===== config.mk =====
export PLATFORM = sky130hd
export DESIGN_NAME = periph_soc
export DESIGN_NICKNAME = d
export VERILOG_FILES = /design/src/rtl/periph_pkg.sv /design/src/rtl/bus_decode.sv /design/src/rtl/ctrl_regs.sv /design/src/rtl/periph_soc.sv /design/src/rtl/readback_mux.sv /design/src/rtl/sync_fifo.sv
export SDC_FILE = /design/constraint.sdc
export NUM_CORES = 1
export LEC_CHECK = 0
export BUFFER_PORTS_ARGS = -buffer_cell sky130_fd_sc_hd__buf_2
export CAP_MARGIN = 20
export CORE_AREA = 2 2 505 357
export CTS_CLUSTER_SIZE = 40
export DETAILED_ROUTE_END_ITERATION = 7
export DIE_AREA = 0 0 507 359
export PLACE_DENSITY = 0.59
export SKIP_CTS_REPAIR_TIMING = 1
export SYNTH_ARGS = -nofsm -noshare
export SYNTH_HDL_FRONTEND = slang
export SYNTH_HIERARCHICAL = 1
export SYNTH_SLANG_ARGS = --single-unit

===== constraint.sdc =====
create_clock -name msoc_clk -period 6.5 [get_ports msoc_clk]
set_clock_uncertainty 0.1 [all_clocks]
set_input_delay 0.65 -clock msoc_clk [delete_from_list [all_inputs] [get_ports msoc_clk]]
set_output_delay 0.65 -clock msoc_clk [all_outputs]
set_load 0.01 [all_outputs]

===== src/rtl/periph_pkg.sv =====
/*
 * Shared definitions for the host peripheral block.
 * Word, address and count types, bus region codes,
 * FIFO channel indices and sizing, and the SD register map.
 */
`default_nettype none

package periph_pkg;

  typedef logic [31:0] word_t;      // bus data word
  typedef logic [16:0] bus_addr_t;  // word aligned byte address
  typedef logic [1:0]  region_t;    // address bits 16:15
  typedef logic [4:0]  reg_off_t;   // address bits 6:2
  typedef logic [4:0]  fifo_cnt_t;  // 0 to 16 words

  localparam region_t REGION_KEYB  = 2'd0;
  localparam region_t REGION_FRAME = 2'd1;  // frame store, reads zero
  localparam region_t REGION_SD    = 2'd2;
  localparam region_t REGION_RX    = 2'd3;

  localparam int SD_TX_BIT = 14;  // tx FIFO push within region 2

  localparam int NUM_FIFO = 3;
  localparam int CH_KEYB  = 0;
  localparam int CH_TX    = 1;
  localparam int CH_RX    = 2;

  localparam int FIFO_DEPTH  = 16;
  localparam int FIFO_ALMOST = 14;

  // writable SD control registers
  localparam reg_off_t OFF_ALIGN     = 5'd0;
  localparam reg_off_t OFF_ARG       = 5'd2;
  localparam reg_off_t OFF_CMD_INDEX = 5'd3;
  localparam reg_off_t OFF_SETTING   = 5'd4;  // data start and cmd setting
  localparam reg_off_t OFF_START     = 5'd5;
  localparam reg_off_t OFF_RESETS    = 5'd6;
  localparam reg_off_t OFF_BLKCNT    = 5'd7;
  localparam reg_off_t OFF_BLKSIZE   = 5'd8;
  localparam reg_off_t OFF_TIMEOUT   = 5'd9;
  localparam reg_off_t OFF_LED       = 5'd15;

  // read window, registers read back at base plus write offset
  localparam reg_off_t RD_CARD_STATUS = 5'd5;
  localparam reg_off_t RD_RX_STATUS   = 5'd10;
  localparam reg_off_t RD_TX_STATUS   = 5'd11;
  localparam reg_off_t RD_DETECT      = 5'd12;
  localparam reg_off_t RD_REG_BASE    = 5'd16;
  localparam reg_off_t RD_DIP         = 5'd31;

  localparam word_t UNMAPPED_WORD = 32'hdeadbeef;

endpackage

`default_nettype wire


===== src/rtl/bus_decode.sv =====
/*
 * Host bus decoder.
 * Splits the bus into its four regions and routes the
 * strobes and data words to the keyboard, tx and rx FIFO
 * channels, plus the SD register write strobe.
 */
`timescale 1ns/1ps
`default_nettype none

module bus_decode
  (
  input  wire                     hid_req_i,
  input  wire                     hid_we_i,
  input  wire periph_pkg::bus_addr_t hid_addr_i,
  input  wire periph_pkg::word_t  hid_wrdata_i,
  input  wire                     key_valid_i,
  input  wire [6:0]               key_ascii_i,
  input  wire [7:0]               key_scan_i,
  input  wire                     tx_rd_i,
  input  wire                     rx_wr_i,
  input  wire periph_pkg::word_t  rx_data_i,
  input  wire                     data_rst_i,
  output logic                    reg_we_o,
  output periph_pkg::reg_off_t    reg_off_o,
  output periph_pkg::region_t     region_o,
  output logic [periph_pkg::NUM_FIFO-1:0] fifo_push_o,
  output logic [periph_pkg::NUM_FIFO-1:0] fifo_pop_o,
  output periph_pkg::word_t       fifo_din_o [periph_pkg::NUM_FIFO],
  output logic [periph_pkg::NUM_FIFO-1:0] fifo_clear_o
  );

  import periph_pkg::*;

  logic bus_wr;
  logic sd_sel;
  logic tx_sel;

  assign region_o  = hid_addr_i[16:15];
  assign reg_off_o = hid_addr_i[6:2];

  assign bus_wr = hid_req_i & hid_we_i;
  assign sd_sel = (region_o == REGION_SD);
  assign tx_sel = hid_addr_i[SD_TX_BIT];

  // register bank only sees the lower half of region 2
  assign reg_we_o = bus_wr & sd_sel & ~tx_sel;

  // keyboard events, popped by a host write to region 0
  assign fifo_push_o[CH_KEYB]  = key_valid_i;
  assign fifo_pop_o[CH_KEYB]   = bus_wr & (region_o == REGION_KEYB);
  assign fifo_din_o[CH_KEYB]   = {17'b0, key_ascii_i, key_scan_i};
  assign fifo_clear_o[CH_KEYB] = 1'b0;  // only rstn empties it

  // host to card
  assign fifo_push_o[CH_TX]  = bus_wr & sd_sel & tx_sel;
  assign fifo_pop_o[CH_TX]   = tx_rd_i;
  assign fifo_din_o[CH_TX]   = hid_wrdata_i;
  assign fifo_clear_o[CH_TX] = ~data_rst_i;  // held clear while data reset low

  // card to host
  assign fifo_push_o[CH_RX]  = rx_wr_i;
  assign fifo_pop_o[CH_RX]   = bus_wr & (region_o == REGION_RX);
  assign fifo_din_o[CH_RX]   = rx_data_i;
  assign fifo_clear_o[CH_RX] = ~data_rst_i;

endmodule

`default_nettype wire


===== src/rtl/ctrl_regs.sv =====
/*
 * SD control register bank.
 * Holds the writable SD command and data settings, the
 * reset bits and the LED register, and samples the DIP
 * switches and the card detect input every cycle.
 */
`timescale 1ns/1ps
`default_nettype none

module ctrl_regs
  (
  input  wire                    msoc_clk,
  input  wire                    rstn,
  input  wire                    reg_we_i,
  input  wire periph_pkg::reg_off_t reg_off_i,
  input  wire periph_pkg::word_t hid_wrdata_i,
  input  wire [15:0]             from_dip_i,
  input  wire                    sd_detect_i,
  output logic                   sd_reset_o,
  output logic                   sd_clk_rst_o,
  output logic                   sd_cmd_rst_o,
  output logic [1:0]             sd_align_o,
  output periph_pkg::word_t      sd_cmd_arg_o,
  output logic [5:0]             sd_cmd_index_o,
  output logic [2:0]             sd_cmd_setting_o,
  output logic [2:0]             sd_data_start_o,
  output logic                   sd_cmd_start_o,
  output logic [15:0]            sd_blkcnt_o,
  output logic [11:0]            sd_blksize_o,
  output periph_pkg::word_t      sd_cmd_timeout_o,
  output logic [7:0]             to_led_o,
  output logic                   data_rst_o,
  output logic [15:0]            dip_o,
  output logic                   detect_o
  );

  import periph_pkg::*;

  always_ff @(posedge msoc_clk or negedge rstn)
  begin
    if (!rstn)
    begin
      sd_reset_o       <= 1'b0;
      sd_clk_rst_o     <= 1'b0;
      sd_cmd_rst_o     <= 1'b0;
      data_rst_o       <= 1'b0;
      sd_align_o       <= '0;
      sd_cmd_arg_o     <= '0;
      sd_cmd_index_o   <= '0;
      sd_cmd_setting_o <= '0;
      sd_data_start_o  <= '0;
      sd_cmd_start_o   <= 1'b0;
      sd_blkcnt_o      <= '0;
      sd_blksize_o     <= '0;
      sd_cmd_timeout_o <= '0;
      to_led_o         <= '0;
    end
    else if (reg_we_i)
    begin
      case (reg_off_i)
        OFF_ALIGN:     sd_align_o     <= hid_wrdata_i[1:0];
        OFF_ARG:       sd_cmd_arg_o   <= hid_wrdata_i;
        OFF_CMD_INDEX: sd_cmd_index_o <= hid_wrdata_i[5:0];
        OFF_SETTING:
        begin
          sd_data_start_o  <= hid_wrdata_i[5:3];
          sd_cmd_setting_o <= hid_wrdata_i[2:0];
        end
        OFF_START:     sd_cmd_start_o <= hid_wrdata_i[0];  // level, not a pulse
        OFF_RESETS:
        begin
          sd_reset_o   <= hid_wrdata_i[3];
          sd_clk_rst_o <= hid_wrdata_i[2];
          data_rst_o   <= hid_wrdata_i[1];  // low keeps data FIFOs cleared
          sd_cmd_rst_o <= hid_wrdata_i[0];
        end
        OFF_BLKCNT:    sd_blkcnt_o      <= hid_wrdata_i[15:0];
        OFF_BLKSIZE:   sd_blksize_o     <= hid_wrdata_i[11:0];
        OFF_TIMEOUT:   sd_cmd_timeout_o <= hid_wrdata_i;
        OFF_LED:       to_led_o         <= hid_wrdata_i[7:0];  // card activity etc
        default:
        begin
        end
      endcase
    end
  end

  // board inputs, sampled every cycle
  always_ff @(posedge msoc_clk or negedge rstn)
  begin
    if (!rstn)
    begin
      dip_o    <= '0;
      detect_o <= 1'b0;
    end
    else
    begin
      dip_o    <= from_dip_i;
      detect_o <= sd_detect_i;
    end
  end

endmodule

`default_nettype wire


===== src/rtl/periph_soc.sv =====
/*
 * Host peripheral block top level.
 * Bus decoder, SD control registers, keyboard/tx/rx FIFO
 * channels and the registered read data path.
 */
`timescale 1ns/1ps
`default_nettype none

module periph_soc
  (
  input  wire                    msoc_clk,
  input  wire                    rstn,
  input  wire                    hid_req_i,
  input  wire                    hid_we_i,
  input  wire periph_pkg::bus_addr_t hid_addr_i,
  input  wire periph_pkg::word_t hid_wrdata_i,
  output periph_pkg::word_t      hid_rddata_o,
  input  wire                    key_valid_i,
  input  wire [6:0]              key_ascii_i,
  input  wire [7:0]              key_scan_i,
  input  wire [15:0]             from_dip_i,
  input  wire                    sd_detect_i,
  output logic [7:0]             to_led_o,
  output logic                   sd_reset_o,
  output logic                   sd_clk_rst_o,
  output logic                   sd_cmd_rst_o,
  output logic [1:0]             sd_align_o,
  output periph_pkg::word_t      sd_cmd_arg_o,
  output logic [5:0]             sd_cmd_index_o,
  output logic [2:0]             sd_cmd_setting_o,
  output logic [2:0]             sd_data_start_o,
  output logic                   sd_cmd_start_o,
  output logic [15:0]            sd_blkcnt_o,
  output logic [11:0]            sd_blksize_o,
  output periph_pkg::word_t      sd_cmd_timeout_o,
  input  wire                    tx_rd_i,
  output periph_pkg::word_t      tx_data_o,
  output logic                   tx_empty_o,
  input  wire                    rx_wr_i,
  input  wire periph_pkg::word_t rx_data_i
  );

  import periph_pkg::*;

  logic                reg_we;
  reg_off_t            reg_off;
  region_t             region;
  logic                data_rst;
  logic [15:0]         dip;
  logic                detect;
  logic [NUM_FIFO-1:0] fifo_push, fifo_pop, fifo_clear;
  word_t               fifo_din [NUM_FIFO];
  word_t               fifo_dout [NUM_FIFO];
  fifo_cnt_t           fifo_count [NUM_FIFO];
  logic [NUM_FIFO-1:0] fifo_empty, fifo_almost_full, fifo_full;
  logic [NUM_FIFO-1:0] fifo_rd_err, fifo_wr_err;

  bus_decode u_decode (
    .hid_req_i, .hid_we_i, .hid_addr_i, .hid_wrdata_i,
    .key_valid_i, .key_ascii_i, .key_scan_i,
    .tx_rd_i, .rx_wr_i, .rx_data_i,
    .data_rst_i   (data_rst),
    .reg_we_o     (reg_we),
    .reg_off_o    (reg_off),
    .region_o     (region),
    .fifo_push_o  (fifo_push),
    .fifo_pop_o   (fifo_pop),
    .fifo_din_o   (fifo_din),
    .fifo_clear_o (fifo_clear)
  );

  ctrl_regs u_regs (
    .msoc_clk, .rstn,
    .reg_we_i (reg_we),
    .reg_off_i (reg_off),
    .hid_wrdata_i, .from_dip_i, .sd_detect_i,
    .sd_reset_o, .sd_clk_rst_o, .sd_cmd_rst_o, .sd_align_o, .sd_cmd_arg_o,
    .sd_cmd_index_o, .sd_cmd_setting_o, .sd_data_start_o, .sd_cmd_start_o,
    .sd_blkcnt_o, .sd_blksize_o, .sd_cmd_timeout_o, .to_led_o,
    .data_rst_o (data_rst),
    .dip_o      (dip),
    .detect_o   (detect)
  );

  // keyboard, tx and rx channels
  for (genvar g = 0; g < NUM_FIFO; g++)
  begin : g_fifo
    sync_fifo u_fifo (
      .msoc_clk, .rstn,
      .clear_i       (fifo_clear[g]),
      .push_i        (fifo_push[g]),
      .pop_i         (fifo_pop[g]),
      .din_i         (fifo_din[g]),
      .dout_o        (fifo_dout[g]),
      .count_o       (fifo_count[g]),
      .empty_o       (fifo_empty[g]),
      .almost_full_o (fifo_almost_full[g]),
      .full_o        (fifo_full[g]),
      .rd_err_o      (fifo_rd_err[g]),
      .wr_err_o      (fifo_wr_err[g])
    );
  end

  assign tx_data_o  = fifo_dout[CH_TX];  // SD side of tx FIFO
  assign tx_empty_o = fifo_empty[CH_TX];

  readback_mux u_rdmux (
    .msoc_clk, .rstn, .hid_req_i, .hid_we_i,
    .region_i  (region),
    .reg_off_i (reg_off),
    .sd_reset_i (sd_reset_o), .sd_clk_rst_i (sd_clk_rst_o),
    .sd_data_rst_i (data_rst), .sd_cmd_rst_i (sd_cmd_rst_o),
    .sd_align_i (sd_align_o), .sd_cmd_arg_i (sd_cmd_arg_o),
    .sd_cmd_index_i (sd_cmd_index_o), .sd_cmd_setting_i (sd_cmd_setting_o),
    .sd_data_start_i (sd_data_start_o), .sd_cmd_start_i (sd_cmd_start_o),
    .sd_blkcnt_i (sd_blkcnt_o), .sd_blksize_i (sd_blksize_o),
    .sd_cmd_timeout_i (sd_cmd_timeout_o),
    .dip_i (dip), .detect_i (detect),
    .fifo_dout_i (fifo_dout), .fifo_count_i (fifo_count),
    .fifo_empty_i (fifo_empty), .fifo_almost_full_i (fifo_almost_full),
    .fifo_full_i (fifo_full), .fifo_rd_err_i (fifo_rd_err),
    .fifo_wr_err_i (fifo_wr_err),
    .hid_rddata_o
  );

endmodule

`default_nettype wire


===== src/rtl/readback_mux.sv =====
/*
 * Host read data path.
 * Selects keyboard head, SD register window or rx head by
 * region, packs the FIFO and card status words and registers
 * the result on each read request.
 */
`timescale 1ns/1ps
`default_nettype none

module readback_mux
  (
  input  wire                    msoc_clk,
  input  wire                    rstn,
  input  wire                    hid_req_i,
  input  wire                    hid_we_i,
  input  wire periph_pkg::region_t  region_i,
  input  wire periph_pkg::reg_off_t reg_off_i,
  input  wire                    sd_reset_i,
  input  wire                    sd_clk_rst_i,
  input  wire                    sd_data_rst_i,
  input  wire                    sd_cmd_rst_i,
  input  wire [1:0]              sd_align_i,
  input  wire periph_pkg::word_t sd_cmd_arg_i,
  input  wire [5:0]              sd_cmd_index_i,
  input  wire [2:0]              sd_cmd_setting_i,
  input  wire [2:0]              sd_data_start_i,
  input  wire                    sd_cmd_start_i,
  input  wire [15:0]             sd_blkcnt_i,
  input  wire [11:0]             sd_blksize_i,
  input  wire periph_pkg::word_t sd_cmd_timeout_i,
  input  wire [15:0]             dip_i,
  input  wire                    detect_i,
  input  wire periph_pkg::word_t fifo_dout_i [periph_pkg::NUM_FIFO],
  input  wire periph_pkg::fifo_cnt_t fifo_count_i [periph_pkg::NUM_FIFO],
  input  wire [periph_pkg::NUM_FIFO-1:0] fifo_empty_i,
  input  wire [periph_pkg::NUM_FIFO-1:0] fifo_almost_full_i,
  input  wire [periph_pkg::NUM_FIFO-1:0] fifo_full_i,
  input  wire [periph_pkg::NUM_FIFO-1:0] fifo_rd_err_i,
  input  wire [periph_pkg::NUM_FIFO-1:0] fifo_wr_err_i,
  output periph_pkg::word_t      hid_rddata_o
  );

  import periph_pkg::*;

  word_t sd_window;
  word_t rd_sel;

  // status word layout shared by rx and tx
  function automatic word_t status_word(input int ch);
    status_word = {fifo_empty_i[ch], fifo_almost_full_i[ch], fifo_full_i[ch],
                   fifo_rd_err_i[ch], fifo_wr_err_i[ch], 22'b0, fifo_count_i[ch]};
  endfunction

  always_comb
  begin
    case (reg_off_i)
      RD_CARD_STATUS: sd_window = {28'b0, fifo_full_i[CH_TX], fifo_empty_i[CH_TX],
                                   fifo_full_i[CH_RX], fifo_empty_i[CH_RX]};
      RD_RX_STATUS:   sd_window = status_word(CH_RX);
      RD_TX_STATUS:   sd_window = status_word(CH_TX);
      RD_DETECT:      sd_window = {31'b0, detect_i};
      RD_REG_BASE + OFF_ALIGN:     sd_window = {30'b0, sd_align_i};
      RD_REG_BASE + OFF_ARG:       sd_window = sd_cmd_arg_i;
      RD_REG_BASE + OFF_CMD_INDEX: sd_window = {26'b0, sd_cmd_index_i};
      RD_REG_BASE + OFF_SETTING:   sd_window = {26'b0, sd_data_start_i, sd_cmd_setting_i};
      RD_REG_BASE + OFF_START:     sd_window = {31'b0, sd_cmd_start_i};
      RD_REG_BASE + OFF_RESETS:
        sd_window = {28'b0, sd_reset_i, sd_clk_rst_i, sd_data_rst_i, sd_cmd_rst_i};
      RD_REG_BASE + OFF_BLKCNT:    sd_window = {16'b0, sd_blkcnt_i};
      RD_REG_BASE + OFF_BLKSIZE:   sd_window = {20'b0, sd_blksize_i};
      RD_REG_BASE + OFF_TIMEOUT:   sd_window = sd_cmd_timeout_i;
      RD_DIP:         sd_window = {16'b0, dip_i};  // boot options
      default:        sd_window = UNMAPPED_WORD;
    endcase

    case (region_i)
      REGION_KEYB:  rd_sel = fifo_dout_i[CH_KEYB];
      REGION_FRAME: rd_sel = '0;  // frame store gone
      REGION_SD:    rd_sel = sd_window;
      default:      rd_sel = fifo_dout_i[CH_RX];
    endcase
  end

  always_ff @(posedge msoc_clk or negedge rstn)
  begin
    if (!rstn)
      hid_rddata_o <= '0;
    else if (hid_req_i && !hid_we_i)
      hid_rddata_o <= rd_sel;  // held until next read
  end

endmodule

`default_nettype wire


===== src/rtl/sync_fifo.sv =====
/*
 * Single clock first-word-fall-through FIFO.
 * Circular buffer with occupancy count, almost-full and
 * full flags, and sticky overflow and underflow flags.
 */
`timescale 1ns/1ps
`default_nettype none

module sync_fifo
  #(
  parameter int DEPTH = periph_pkg::FIFO_DEPTH
  )
  (
  input  wire                    msoc_clk,
  input  wire                    rstn,
  input  wire                    clear_i,
  input  wire                    push_i,
  input  wire                    pop_i,
  input  wire periph_pkg::word_t din_i,
  output periph_pkg::word_t      dout_o,
  output periph_pkg::fifo_cnt_t  count_o,
  output logic                   empty_o,
  output logic                   almost_full_o,
  output logic                   full_o,
  output logic                   rd_err_o,
  output logic                   wr_err_o
  );

  import periph_pkg::*;

  localparam int AW = $clog2(DEPTH);

  word_t           mem [DEPTH];
  logic [AW-1:0]   wr_ptr;
  logic [AW-1:0]   rd_ptr;
  logic            do_push;
  logic            do_pop;

  assign do_push = push_i & ~full_o;
  assign do_pop  = pop_i & ~empty_o;

  function automatic logic [AW-1:0] ptr_inc(input logic [AW-1:0] ptr);
    ptr_inc = (ptr == AW'(DEPTH - 1)) ? '0 : ptr + 1'b1;
  endfunction

  always_ff @(posedge msoc_clk)
  begin
    if (do_push)
      mem[wr_ptr] <= din_i;
  end

  always_ff @(posedge msoc_clk or negedge rstn)
  begin
    if (!rstn)
    begin
      wr_ptr   <= '0;
      rd_ptr   <= '0;
      count_o  <= '0;
      rd_err_o <= 1'b0;
      wr_err_o <= 1'b0;
    end
    else if (clear_i)
    begin
      wr_ptr   <= '0;
      rd_ptr   <= '0;
      count_o  <= '0;
      rd_err_o <= 1'b0;
      wr_err_o <= 1'b0;
    end
    else
    begin
      if (do_push)
        wr_ptr <= ptr_inc(wr_ptr);
      if (do_pop)
        rd_ptr <= ptr_inc(rd_ptr);
      count_o <= count_o + fifo_cnt_t'(do_push) - fifo_cnt_t'(do_pop);
      if (push_i && full_o)
        wr_err_o <= 1'b1;  // overflow, word dropped
      if (pop_i && empty_o)
        rd_err_o <= 1'b1;
    end
  end

  assign dout_o        = mem[rd_ptr];  // head word
  assign empty_o       = (count_o == '0);
  assign full_o        = (count_o == fifo_cnt_t'(DEPTH));
  assign almost_full_o = (count_o >= fifo_cnt_t'(FIFO_ALMOST));

endmodule

`default_nettype wire


* Yosys cells after proc, flatten, opt, wreduce, memory -nomap -nowiden
Memories as Yosys holds them, arrays and structs flattened.
Index checks and enable logic that the tools add are counted.
** Word-level totals
- Output and inout port bits :: 183
- Bits in registers :: 211
- Bits in writable memories :: 1264
- Input port bits :: 120
- Logic and storage cells :: 161
- Memories kept :: 3
** Operators by class
- $add $sub $neg :: 12
- Bitwise logic cells :: 19
- Muxes and demuxes :: 32
- Reductions and logical operators :: 21
- Equality and inequality tests :: 42
- $lt $le $gt $ge :: 2
** Memory list
- g_fifo[1].u_fifo.mem :: words 16, bits a word 32, read ports 1, clocked after memory_dff 0, wr ports 1, RTL line sync_fifo.sv:33 : word_t mem [DEPTH];
- g_fifo[2].u_fifo.mem :: words 16, bits a word 32, read ports 1, clocked after memory_dff 0, wr ports 1, RTL line sync_fifo.sv:33
- g_fifo[0].u_fifo.mem :: words 16, bits a word 15, read ports 1, clocked after memory_dff 0, wr ports 1, RTL line sync_fifo.sv:33
** Operators by type and width (count)
- case mux 32 bit (14 select lines) :: 1
- case mux 32 bit (3 select lines) :: 1
- == test 5 bit, second input constant :: 13
- two-way mux 4 bit :: 14
- == test 5 x 4 -> 1 bit, second input constant :: 6
- adder 4 x 1 -> 4 bit, second input constant :: 6
- == test 4 bit, second input constant :: 6
- == test 5 x 3 -> 1 bit, second input constant :: 4
- zero test 5 bit :: 4
- AND reduction 2 bit :: 10
- != test 2 x 1 -> 1 bit, second input constant :: 8
- adder 5 x 1 -> 5 bit :: 3
- subtractor 5 x 1 -> 5 bit :: 3
- two-way mux 1 bit :: 14
- AND 1 bit :: 12
- == test 5 x 2 -> 1 bit, second input constant :: 2
- greater-or-equal comparator 5 x 4 -> 1 bit, second input constant :: 2
- two-way mux 5 bit :: 2
- NOT 1 bit :: 7
- logical AND 1 bit :: 5
- == test 2 bit, second input constant :: 2
- == test 2 x 1 -> 1 bit, second input constant :: 1
- zero test 2 bit :: 1
- zero test 1 bit :: 1

* Longest topological paths before layout
Gate-level depths: netlist of the first run.
- Depth in word-level cells :: 7
- Gate-level depth with buffers :: 15
- Depth with buffers taken out :: 14

* Modules after synthesis
Netlist of the first run, hierarchy kept.
** By module, submodules not included
- sync_fifo at g_fifo[1].u_fifo ... :: sequential area each 15750.1 µm², cells an instance 970, area each 20524.7 µm², instances 2
- sync_fifo at g_fifo[0].u_fifo :: sequential area each 15750.1 µm², cells an instance 1041, area each 20588.5 µm², instances 1
- ctrl_regs :: sequential area each 3403.3 µm², cells an instance 284, area each 4999.8 µm², instances 1
- readback_mux :: sequential area each 800.8 µm², cells an instance 354, area each 3032.9 µm², instances 1
- bus_decode :: sequential area each 0.0 µm², cells an instance 117, area each 862.1 µm², instances 1

* Least setup slack after synthesis of the first run
No wires, ideal clock.
- Kind :: reg2reg
- Start point :: register g_fifo[0].u_fifo.count_o[2]
- End point :: memory g_fifo[0].u_fifo/mem[1][0] (netlist name), enable pin
- Stages on the path, launching flop included :: 7
- Clock period less this slack :: 5072 ps
- Slack :: 1428 ps
- Arrival :: 4459 ps
- Setup time :: 513 ps
- Buffers on the path :: 1
- Data required time :: 5887 ps
- Path through :: dfrtp_1 inv_1 ha_1 nand4bb_1 nand2_1 buf_2 nor4b_1
** On the way
- Cells in the longest elaborated chain, start to end :: 5
** RTL lines
- start: declaration :: RTL line sync_fifo.sv:21 : output periph_pkg::fifo_cnt_t count_o,
- start signal: assignment :: RTL line sync_fifo.sv:76 : count_o <= count_o + fifo_cnt_t'(do_push) - fifo_cnt_t'(do_pop);
- == test 5 bit :: RTL line sync_fifo.sv:86 : assign full_o = (count_o == fifo_cnt_t'(DEPTH));
- NOT 1 bit :: RTL line sync_fifo.sv:39 : assign do_push = push_i & ~full_o;
- AND 1 bit :: RTL line sync_fifo.sv:39
- two-way mux 1 bit :: RTL line sync_fifo.sv:48 : if (do_push)
- two-way mux 1 bit (not written as such) :: RTL line sync_fifo.sv:49 : mem[wr_ptr] <= din_i;
- end: declaration :: RTL line sync_fifo.sv:33
No other way between the ends.

* Final worst setup path of the first run
- Start point :: register g_fifo[1].u_fifo.rd_ptr[0]
- End point :: output tx_data_o[1]
** On the way
- Cells in the longest elaborated chain, start to end :: 1
** RTL lines
- start: declaration :: RTL line sync_fifo.sv:35 : logic [AW-1:0] rd_ptr;
- start signal: assignment :: RTL line sync_fifo.sv:75 : rd_ptr <= ptr_inc(rd_ptr);
- memory (16 x 32 bit)
- end: declaration :: RTL line periph_soc.sv:37 : output periph_pkg::word_t tx_data_o,
No other way between the ends.

==> flow_summary.yaml, run 1 <==
synthesis:
  syn_avg_cell_area_um2: 18.9
  ys_warn_count: 6
  synth_cells: 3723
  syn-cell-area_mm2: 0.0704
clock_network:
  clk-insertion-delay-late_ns: 0.81
  cts.clk_slew.worst_paths_ns: 0.06
  clockBufferDepth: 3
  cts-root-buf: "clkbuf_16"
  cts_tree: "built"
  cts.sinks: 1747
  cts-htree-levels: 4
  cts-buffers-inserted: 167
placed_design:
  dpl_worst_slack_ns: 2.35
  globalplace.congestion: 0.822
  hpwl_um: 119000
  port_buffers: 293
timing:
  slew_headroom_pct: 21.3
  fin_crit_sh_pct: 70.9
  hold-worst-slack_ns: 0.0634
  fmax_mhz: 217
  tns_ns: 0
  finalMaxSlewViolations: 0
  hold_viol_final: 0
  finalSetupViolCount: 0
  rsz0062_at_grt: "no"
  worstMarginPinSlew_ns: 1.17
  layout_setup_ws_ns: 1.89
  fin_crit_ns: 4.61
floorplanning:
  die_w_um: 507
  die_area_mm2: 0.182
  dieHeight_um: 359
  core.rowCount: 130
  initial_core_util_pct: 39.6
  core_area_mm2: 0.178
  io_pins: 303
global_routing:
  track_usage_pct: 21.4
  grt_pass1_wl_um: 278000
  antenna_found_initial: 31
  grt_max_degree: 81
  grt_pass1_vias: 36300
  gr-total-overflow: 0
worst_setup_path:
  cp_data_required_time_ns: 5.75
  crit_type: "register to primary output"
  worstPathArrival_ns: 3.86
  cp_cell_sequence: "and2_2 > a22oi_1 > a32oi_1 > o21ai_1 > buf_2"
  critical-path-top-delay-family: "simple AND/OR/NAND/NOR gates"
  path_max_fanout: 36
  start_kind: "register"
  endpoint_kind: "primary output"
  critPathBufInv: 1
  crit_slowest_cell: "and2_2"
  max_stage_delay_ns: 0.98
drt:
  drt_iter0_drc: 4352
  wl_per_cell_um: 30.3
  detail-route-antenna-nets: 0
  drt_pre_antenna_iters: 5
  remaining_drc_errors: 0
  via_per_inst: 5.72
  vias: 37400
  drt_wl_total_um: 198000
pwr:
  p_total_mw: 23.0
  irDropWorstVdd_mv: 0.249
  cellLeakagePower_nw: 25.9
  power_density_mw_per_mm2: 290
layout:
  area_growth_pct: 12.9
  fillCellCount: 15200
  nets: 4172
  final_util_pct: 44.8
  drive_above_1_share_pct: 26.2
outcome:
  status: "finished clean"
run:
  maxCapViolCount: 0
hold_path:
  hold_path_class: "input pin to register"
## cell usage in the layout (no fill, tap or decap), drive strengths merged, types with 68 or more instances in the layout
cell type	n
mux2	119
clkinv	68
mux2i	328
buf	407
a22oi	128
o21ai	107
clkbuf	222
a221oi	87
mux4	256
dfrtp	211
edfxtp	1536
## routing by layer
| metal | vias to the layer above | part of all wire, % | global-route usage (%) |
|---|---|---|---|
| met5 | - | 0.064 | 0 |
| met4 | 20 | 3.7 | 7.37 |
| met3 | 311 | 8.2 | 4.52 |
| met2 | 1597 | 44 | 31.2 |
| met1 | 19800 | 44 | 31.8 |
| li1 | 15700 | - | - |
## sequential cells by signal (all words and copies together), names as in the netlist, 6 cells and up
signal / count
g_fifo.u_fifo/wr_ptr: 12
u_regs/dip_o: 16
u_regs/to_led_o: 8
u_regs/sd_cmd_index_o: 6
g_fifo.u_fifo/mem: 1536
u_regs/sd_cmd_timeout_o: 32
g_fifo.u_fifo/rd_ptr: 12
u_rdmux/hid_rddata_o: 32
u_regs/sd_cmd_arg_o: 32
u_regs/sd_blkcnt_o: 16
u_regs/sd_blksize_o: 12
g_fifo.u_fifo/count_o: 15
## power by group
group	internal [mW]	switching (mW)
Clock	5.16	4.30
Combinational	0.366	0.750
Sequential	12.4	0.0865
## area by class of cell
type,instances,area (um^2),area share [%]
multi-input combinational,1628,17100,21.5
sequential,1747,51400,64.7
clock inverter,86,816,1.03
tap,2376,2970,3.74
timing repair buffer,425,2610,3.28
antenna,9,22.5,0.0283
inverter,40,150,0.189
clock buffer,222,4460,5.60
## worst reg2reg max path: stages (launching register included)
cell,delay (ns)
dfrtp_4,0.84
buf_4,0.82
mux4_2,0.62
a32oi_1,0.21
o21ai_0,0.36
a221oi_1,0.81
o21ai_0,0.19
o21a_1,0.15
## final timing paths
kind	slack [ns]	depth (start not counted)	endpoint	startpoint
min in group asynchronous	0.31	2	g_fifo[0].u_fifo/count_o[2]	rstn
hold reg to reg	0.39	2	u_rdmux/hid_rddata_o[16]	u_rdmux/hid_rddata_o[16]
max in group asynchronous	4.59	4	u_regs/sd_cmd_arg_o[21]	rstn
setup / recovery	1.89	5	tx_data_o[1]	g_fifo[1].u_fifo/rd_ptr[0]
setup reg to reg	2.30	7	u_rdmux/hid_rddata_o[20]	g_fifo[2].u_fifo/rd_ptr[0]
hold / removal	0.06	3	g_fifo[2].u_fifo/wr_err_o	rx_wr_i
## through the flow
stage,cells,area (um^2)
final,6533,79500
after global routing,6525,79500
after global placement,6193,74000
after detailed placement,6195,74000
after floorplan,3740,70500
after CTS,6503,79300
Power figures use the tool's default switching activity.
==> run 2: changes to the inputs <==
--- a/config.mk
+++ b/config.mk
@@ -5,13 +5,14 @@
 export SDC_FILE = /design/constraint.sdc
 export NUM_CORES = 1
 export LEC_CHECK = 0
+export ABC_AREA = 1
 export BUFFER_PORTS_ARGS = -buffer_cell sky130_fd_sc_hd__buf_2
 export CAP_MARGIN = 20
-export CORE_AREA = 2 2 505 357
+export CORE_AREA = 2 2 533 376
 export CTS_CLUSTER_SIZE = 40
 export DETAILED_ROUTE_END_ITERATION = 7
-export DIE_AREA = 0 0 507 359
-export PLACE_DENSITY = 0.59
+export DIE_AREA = 0 0 535 378
+export PLACE_DENSITY = 0.6
 export SKIP_CTS_REPAIR_TIMING = 1
 export SYNTH_ARGS = -nofsm -noshare
 export SYNTH_HDL_FRONTEND = slang
==> constraint.sdc (replaced) <==
create_clock -name msoc_clk -period 4.13 [get_ports msoc_clk]
set_clock_uncertainty 0.1 [all_clocks]
set_input_delay 0.413 -clock msoc_clk [delete_from_list [all_inputs] [get_ports msoc_clk]]
set_output_delay 0.413 -clock msoc_clk [all_outputs]
set_load 0.01 [all_outputs]
==> flow_summary.yaml, run 2 <==
drt:
  detail-route-antenna-nets: 0
  via_per_inst: 4.94
  remaining_drc_errors: 0
  drt_iter0_drc: 5808
  vias: 54300
  drt_pre_antenna_iters: 8
  wl_per_cell_um: 20.0
  drt_wl_total_um: 220000
worst_setup_path:
  rrSetupSlack_ns: 0.89
  endpoint_kind: "primary output"
  start_kind: "register"
  cp_data_required_time_ns: 3.62
  ff2ff_path_depth: 9
  reg2reg_to: "u_rdmux/hid_rddata_o[28]"
  crit_type: "register to primary output"
  max_stage_delay_ns: 0.70
  path_max_fanout: 49
  cp_common_cell: "nand2_1"
  crit_slowest_cell: "dfrtp_4"
  cp_cell_sequence: "inv_4 > buf_12 > nand3_1 > nand2_1 > nand2_1 > nand2_1 > inv_1 > nand2_1 > buf_2"
  worstPathArrival_ns: 3.09
  reg2reg_from: "g_fifo[2].u_fifo/rd_ptr[0]"
global_routing:
  antenna_found_initial: 12
  grt_pass1_vias: 50400
  track_usage_pct: 21.4
  gr-total-overflow: 0
  grt_pass1_wl_um: 325000
  grt_max_degree: 147
timing:
  fin_crit_ns: 3.60
  fin_crit_sh_pct: 87.3
  worstMarginPinSlew_ns: 1.08
  hold-worst-slack_ns: -0.0209
  slew_headroom_pct: 28.1
  finalMaxSlewViolations: 0
  tns_ns: 0
  rsz0062_at_grt: "no"
  finalSetupViolCount: 0
  layout_setup_ws_ns: 0.525
  hold_viol_final: 1
  fmax_mhz: 277
run:
  maxCapViolCount: 0
layout:
  final_util_pct: 44.8
  fillCellCount: 18300
  fin_cells: 11000
  layout_common_cells: "2885 x nand2_1, 1536 x edfxtp_1, 1255 x inv_1"
  seqCellArea_mm2: 0.0514
  largest_register_ffs: 1536
  top_register: "g_fifo.u_fifo/mem"
  multi_input_area_mm2: 0.0196
  mostFrequentLayoutCell: "nand2_1"
  nets: 8383
  drive_above_1_share_pct: 9.43
  area_growth_pct: 13.2
synthesis:
  synth_cells: 7980
  syn_avg_cell_area_um2: 9.80
  syn-cell-area_mm2: 0.0782
  ys_warn_count: 6
clock_network:
  clockBufferDepth: 4
  cts.clk_slew.worst_paths_ns: 0.07
  cts.sinks: 1747
  cts-root-buf: "clkbuf_16"
  cts-htree-levels: 4
  clk-insertion-delay-late_ns: 0.85
  cts_tree: "built"
  cts-buffers-inserted: 180
outcome:
  failed_checks: "negative hold slack"
  status: "finished, violations left"
floorplanning:
  die_w_um: 535
  io_pins: 303
  core_area_mm2: 0.198
  die_area_mm2: 0.202
  core.rowCount: 137
  initial_core_util_pct: 39.6
  dieHeight_um: 378
pwr:
  cellLeakagePower_nw: 38.8
  irDropWorstVdd_mv: 0.321
  power_density_mw_per_mm2: 430
hold_path:
  hold-path-endpoint: "u_regs/sd_cmd_timeout_o[15]"
  whs_path_depth: 3
  hold_path.startpoint: "hid_wrdata_i[15]"
  hold_path_class: "input pin to register"
placed_design:
  dp_cells: 10600
  port_buffers: 293
  hpwl_um: 131000
  globalplace.congestion: 0.846
  dpl_worst_slack_ns: 0.786
-- run 2: how the worst max path moves through the flow --
stage,from,end,slack [ns],cells past startpoint
final,g_fifo[1].u_fifo/rd_ptr[1],tx_data_o[4],0.53,9
after global routing,g_fifo[1].u_fifo/rd_ptr[1],tx_data_o[4],0.34,9
after CTS,g_fifo[1].u_fifo/rd_ptr[1],tx_data_o[4],0.48,9
after global placement,hid_addr_i[15],g_fifo[1].u_fifo/count_o[4],0.77,16
after detailed placement,hid_we_i,g_fifo[1].u_fifo/mem[2][12],0.79,8
after floorplan,g_fifo[1].u_fifo/count_o[2],g_fifo[1].u_fifo/mem[0][0],1.10,7
-- run 2: metal layers --
layer	vias to the layer above	GRT usage, %	routed length, um
met5	-	0	41
met4	6	6.82	7090
met3	396	4.14	17700
met2	1938	31.8	95600
met1	26200	31.3	100000
li1	25800	-	-
-- run 2: cell type report --
cell class | instances | area share (%)
clock buffer | 237 | 5.44
timing repair buffer | 516 | 4.35
clock inverter | 80 | 0.863
inverter | 1273 | 5.42
antenna | 3 | 0.00848
multi-input combinational | 4502 | 22.1
tap | 2641 | 3.73
sequential | 1747 | 58.1
-- run 2: worst max-delay path: cells and delay by family, from the launching register on --
family	cells	cell delay, ns
and+or+nand+nor	5	0.52
buffers and inverters	4	0.98
DFF	1	0.70
-- run 2: where the power goes --
| part | switching [mW] | internal, mW | leakage (nW) |
|---|---|---|---|
| sequential | 0.169 | 19.5 | 16.6 |
| combinational | 1.86 | 0.689 | 19.5 |
| clock | 6.78 | 9.06 | 2.72 |
-- run 2: through the flow --
stage | power, mW | area [um^2]
2_1_floorplan | 21.6 | 78300
3_3_place_gp | 22.5 | 82100
3_5_place_dp | 22.5 | 82100
4_1_cts | 38.3 | 87700
5_1_grt | 39.3 | 88600
6_report | 38.1 | 88600
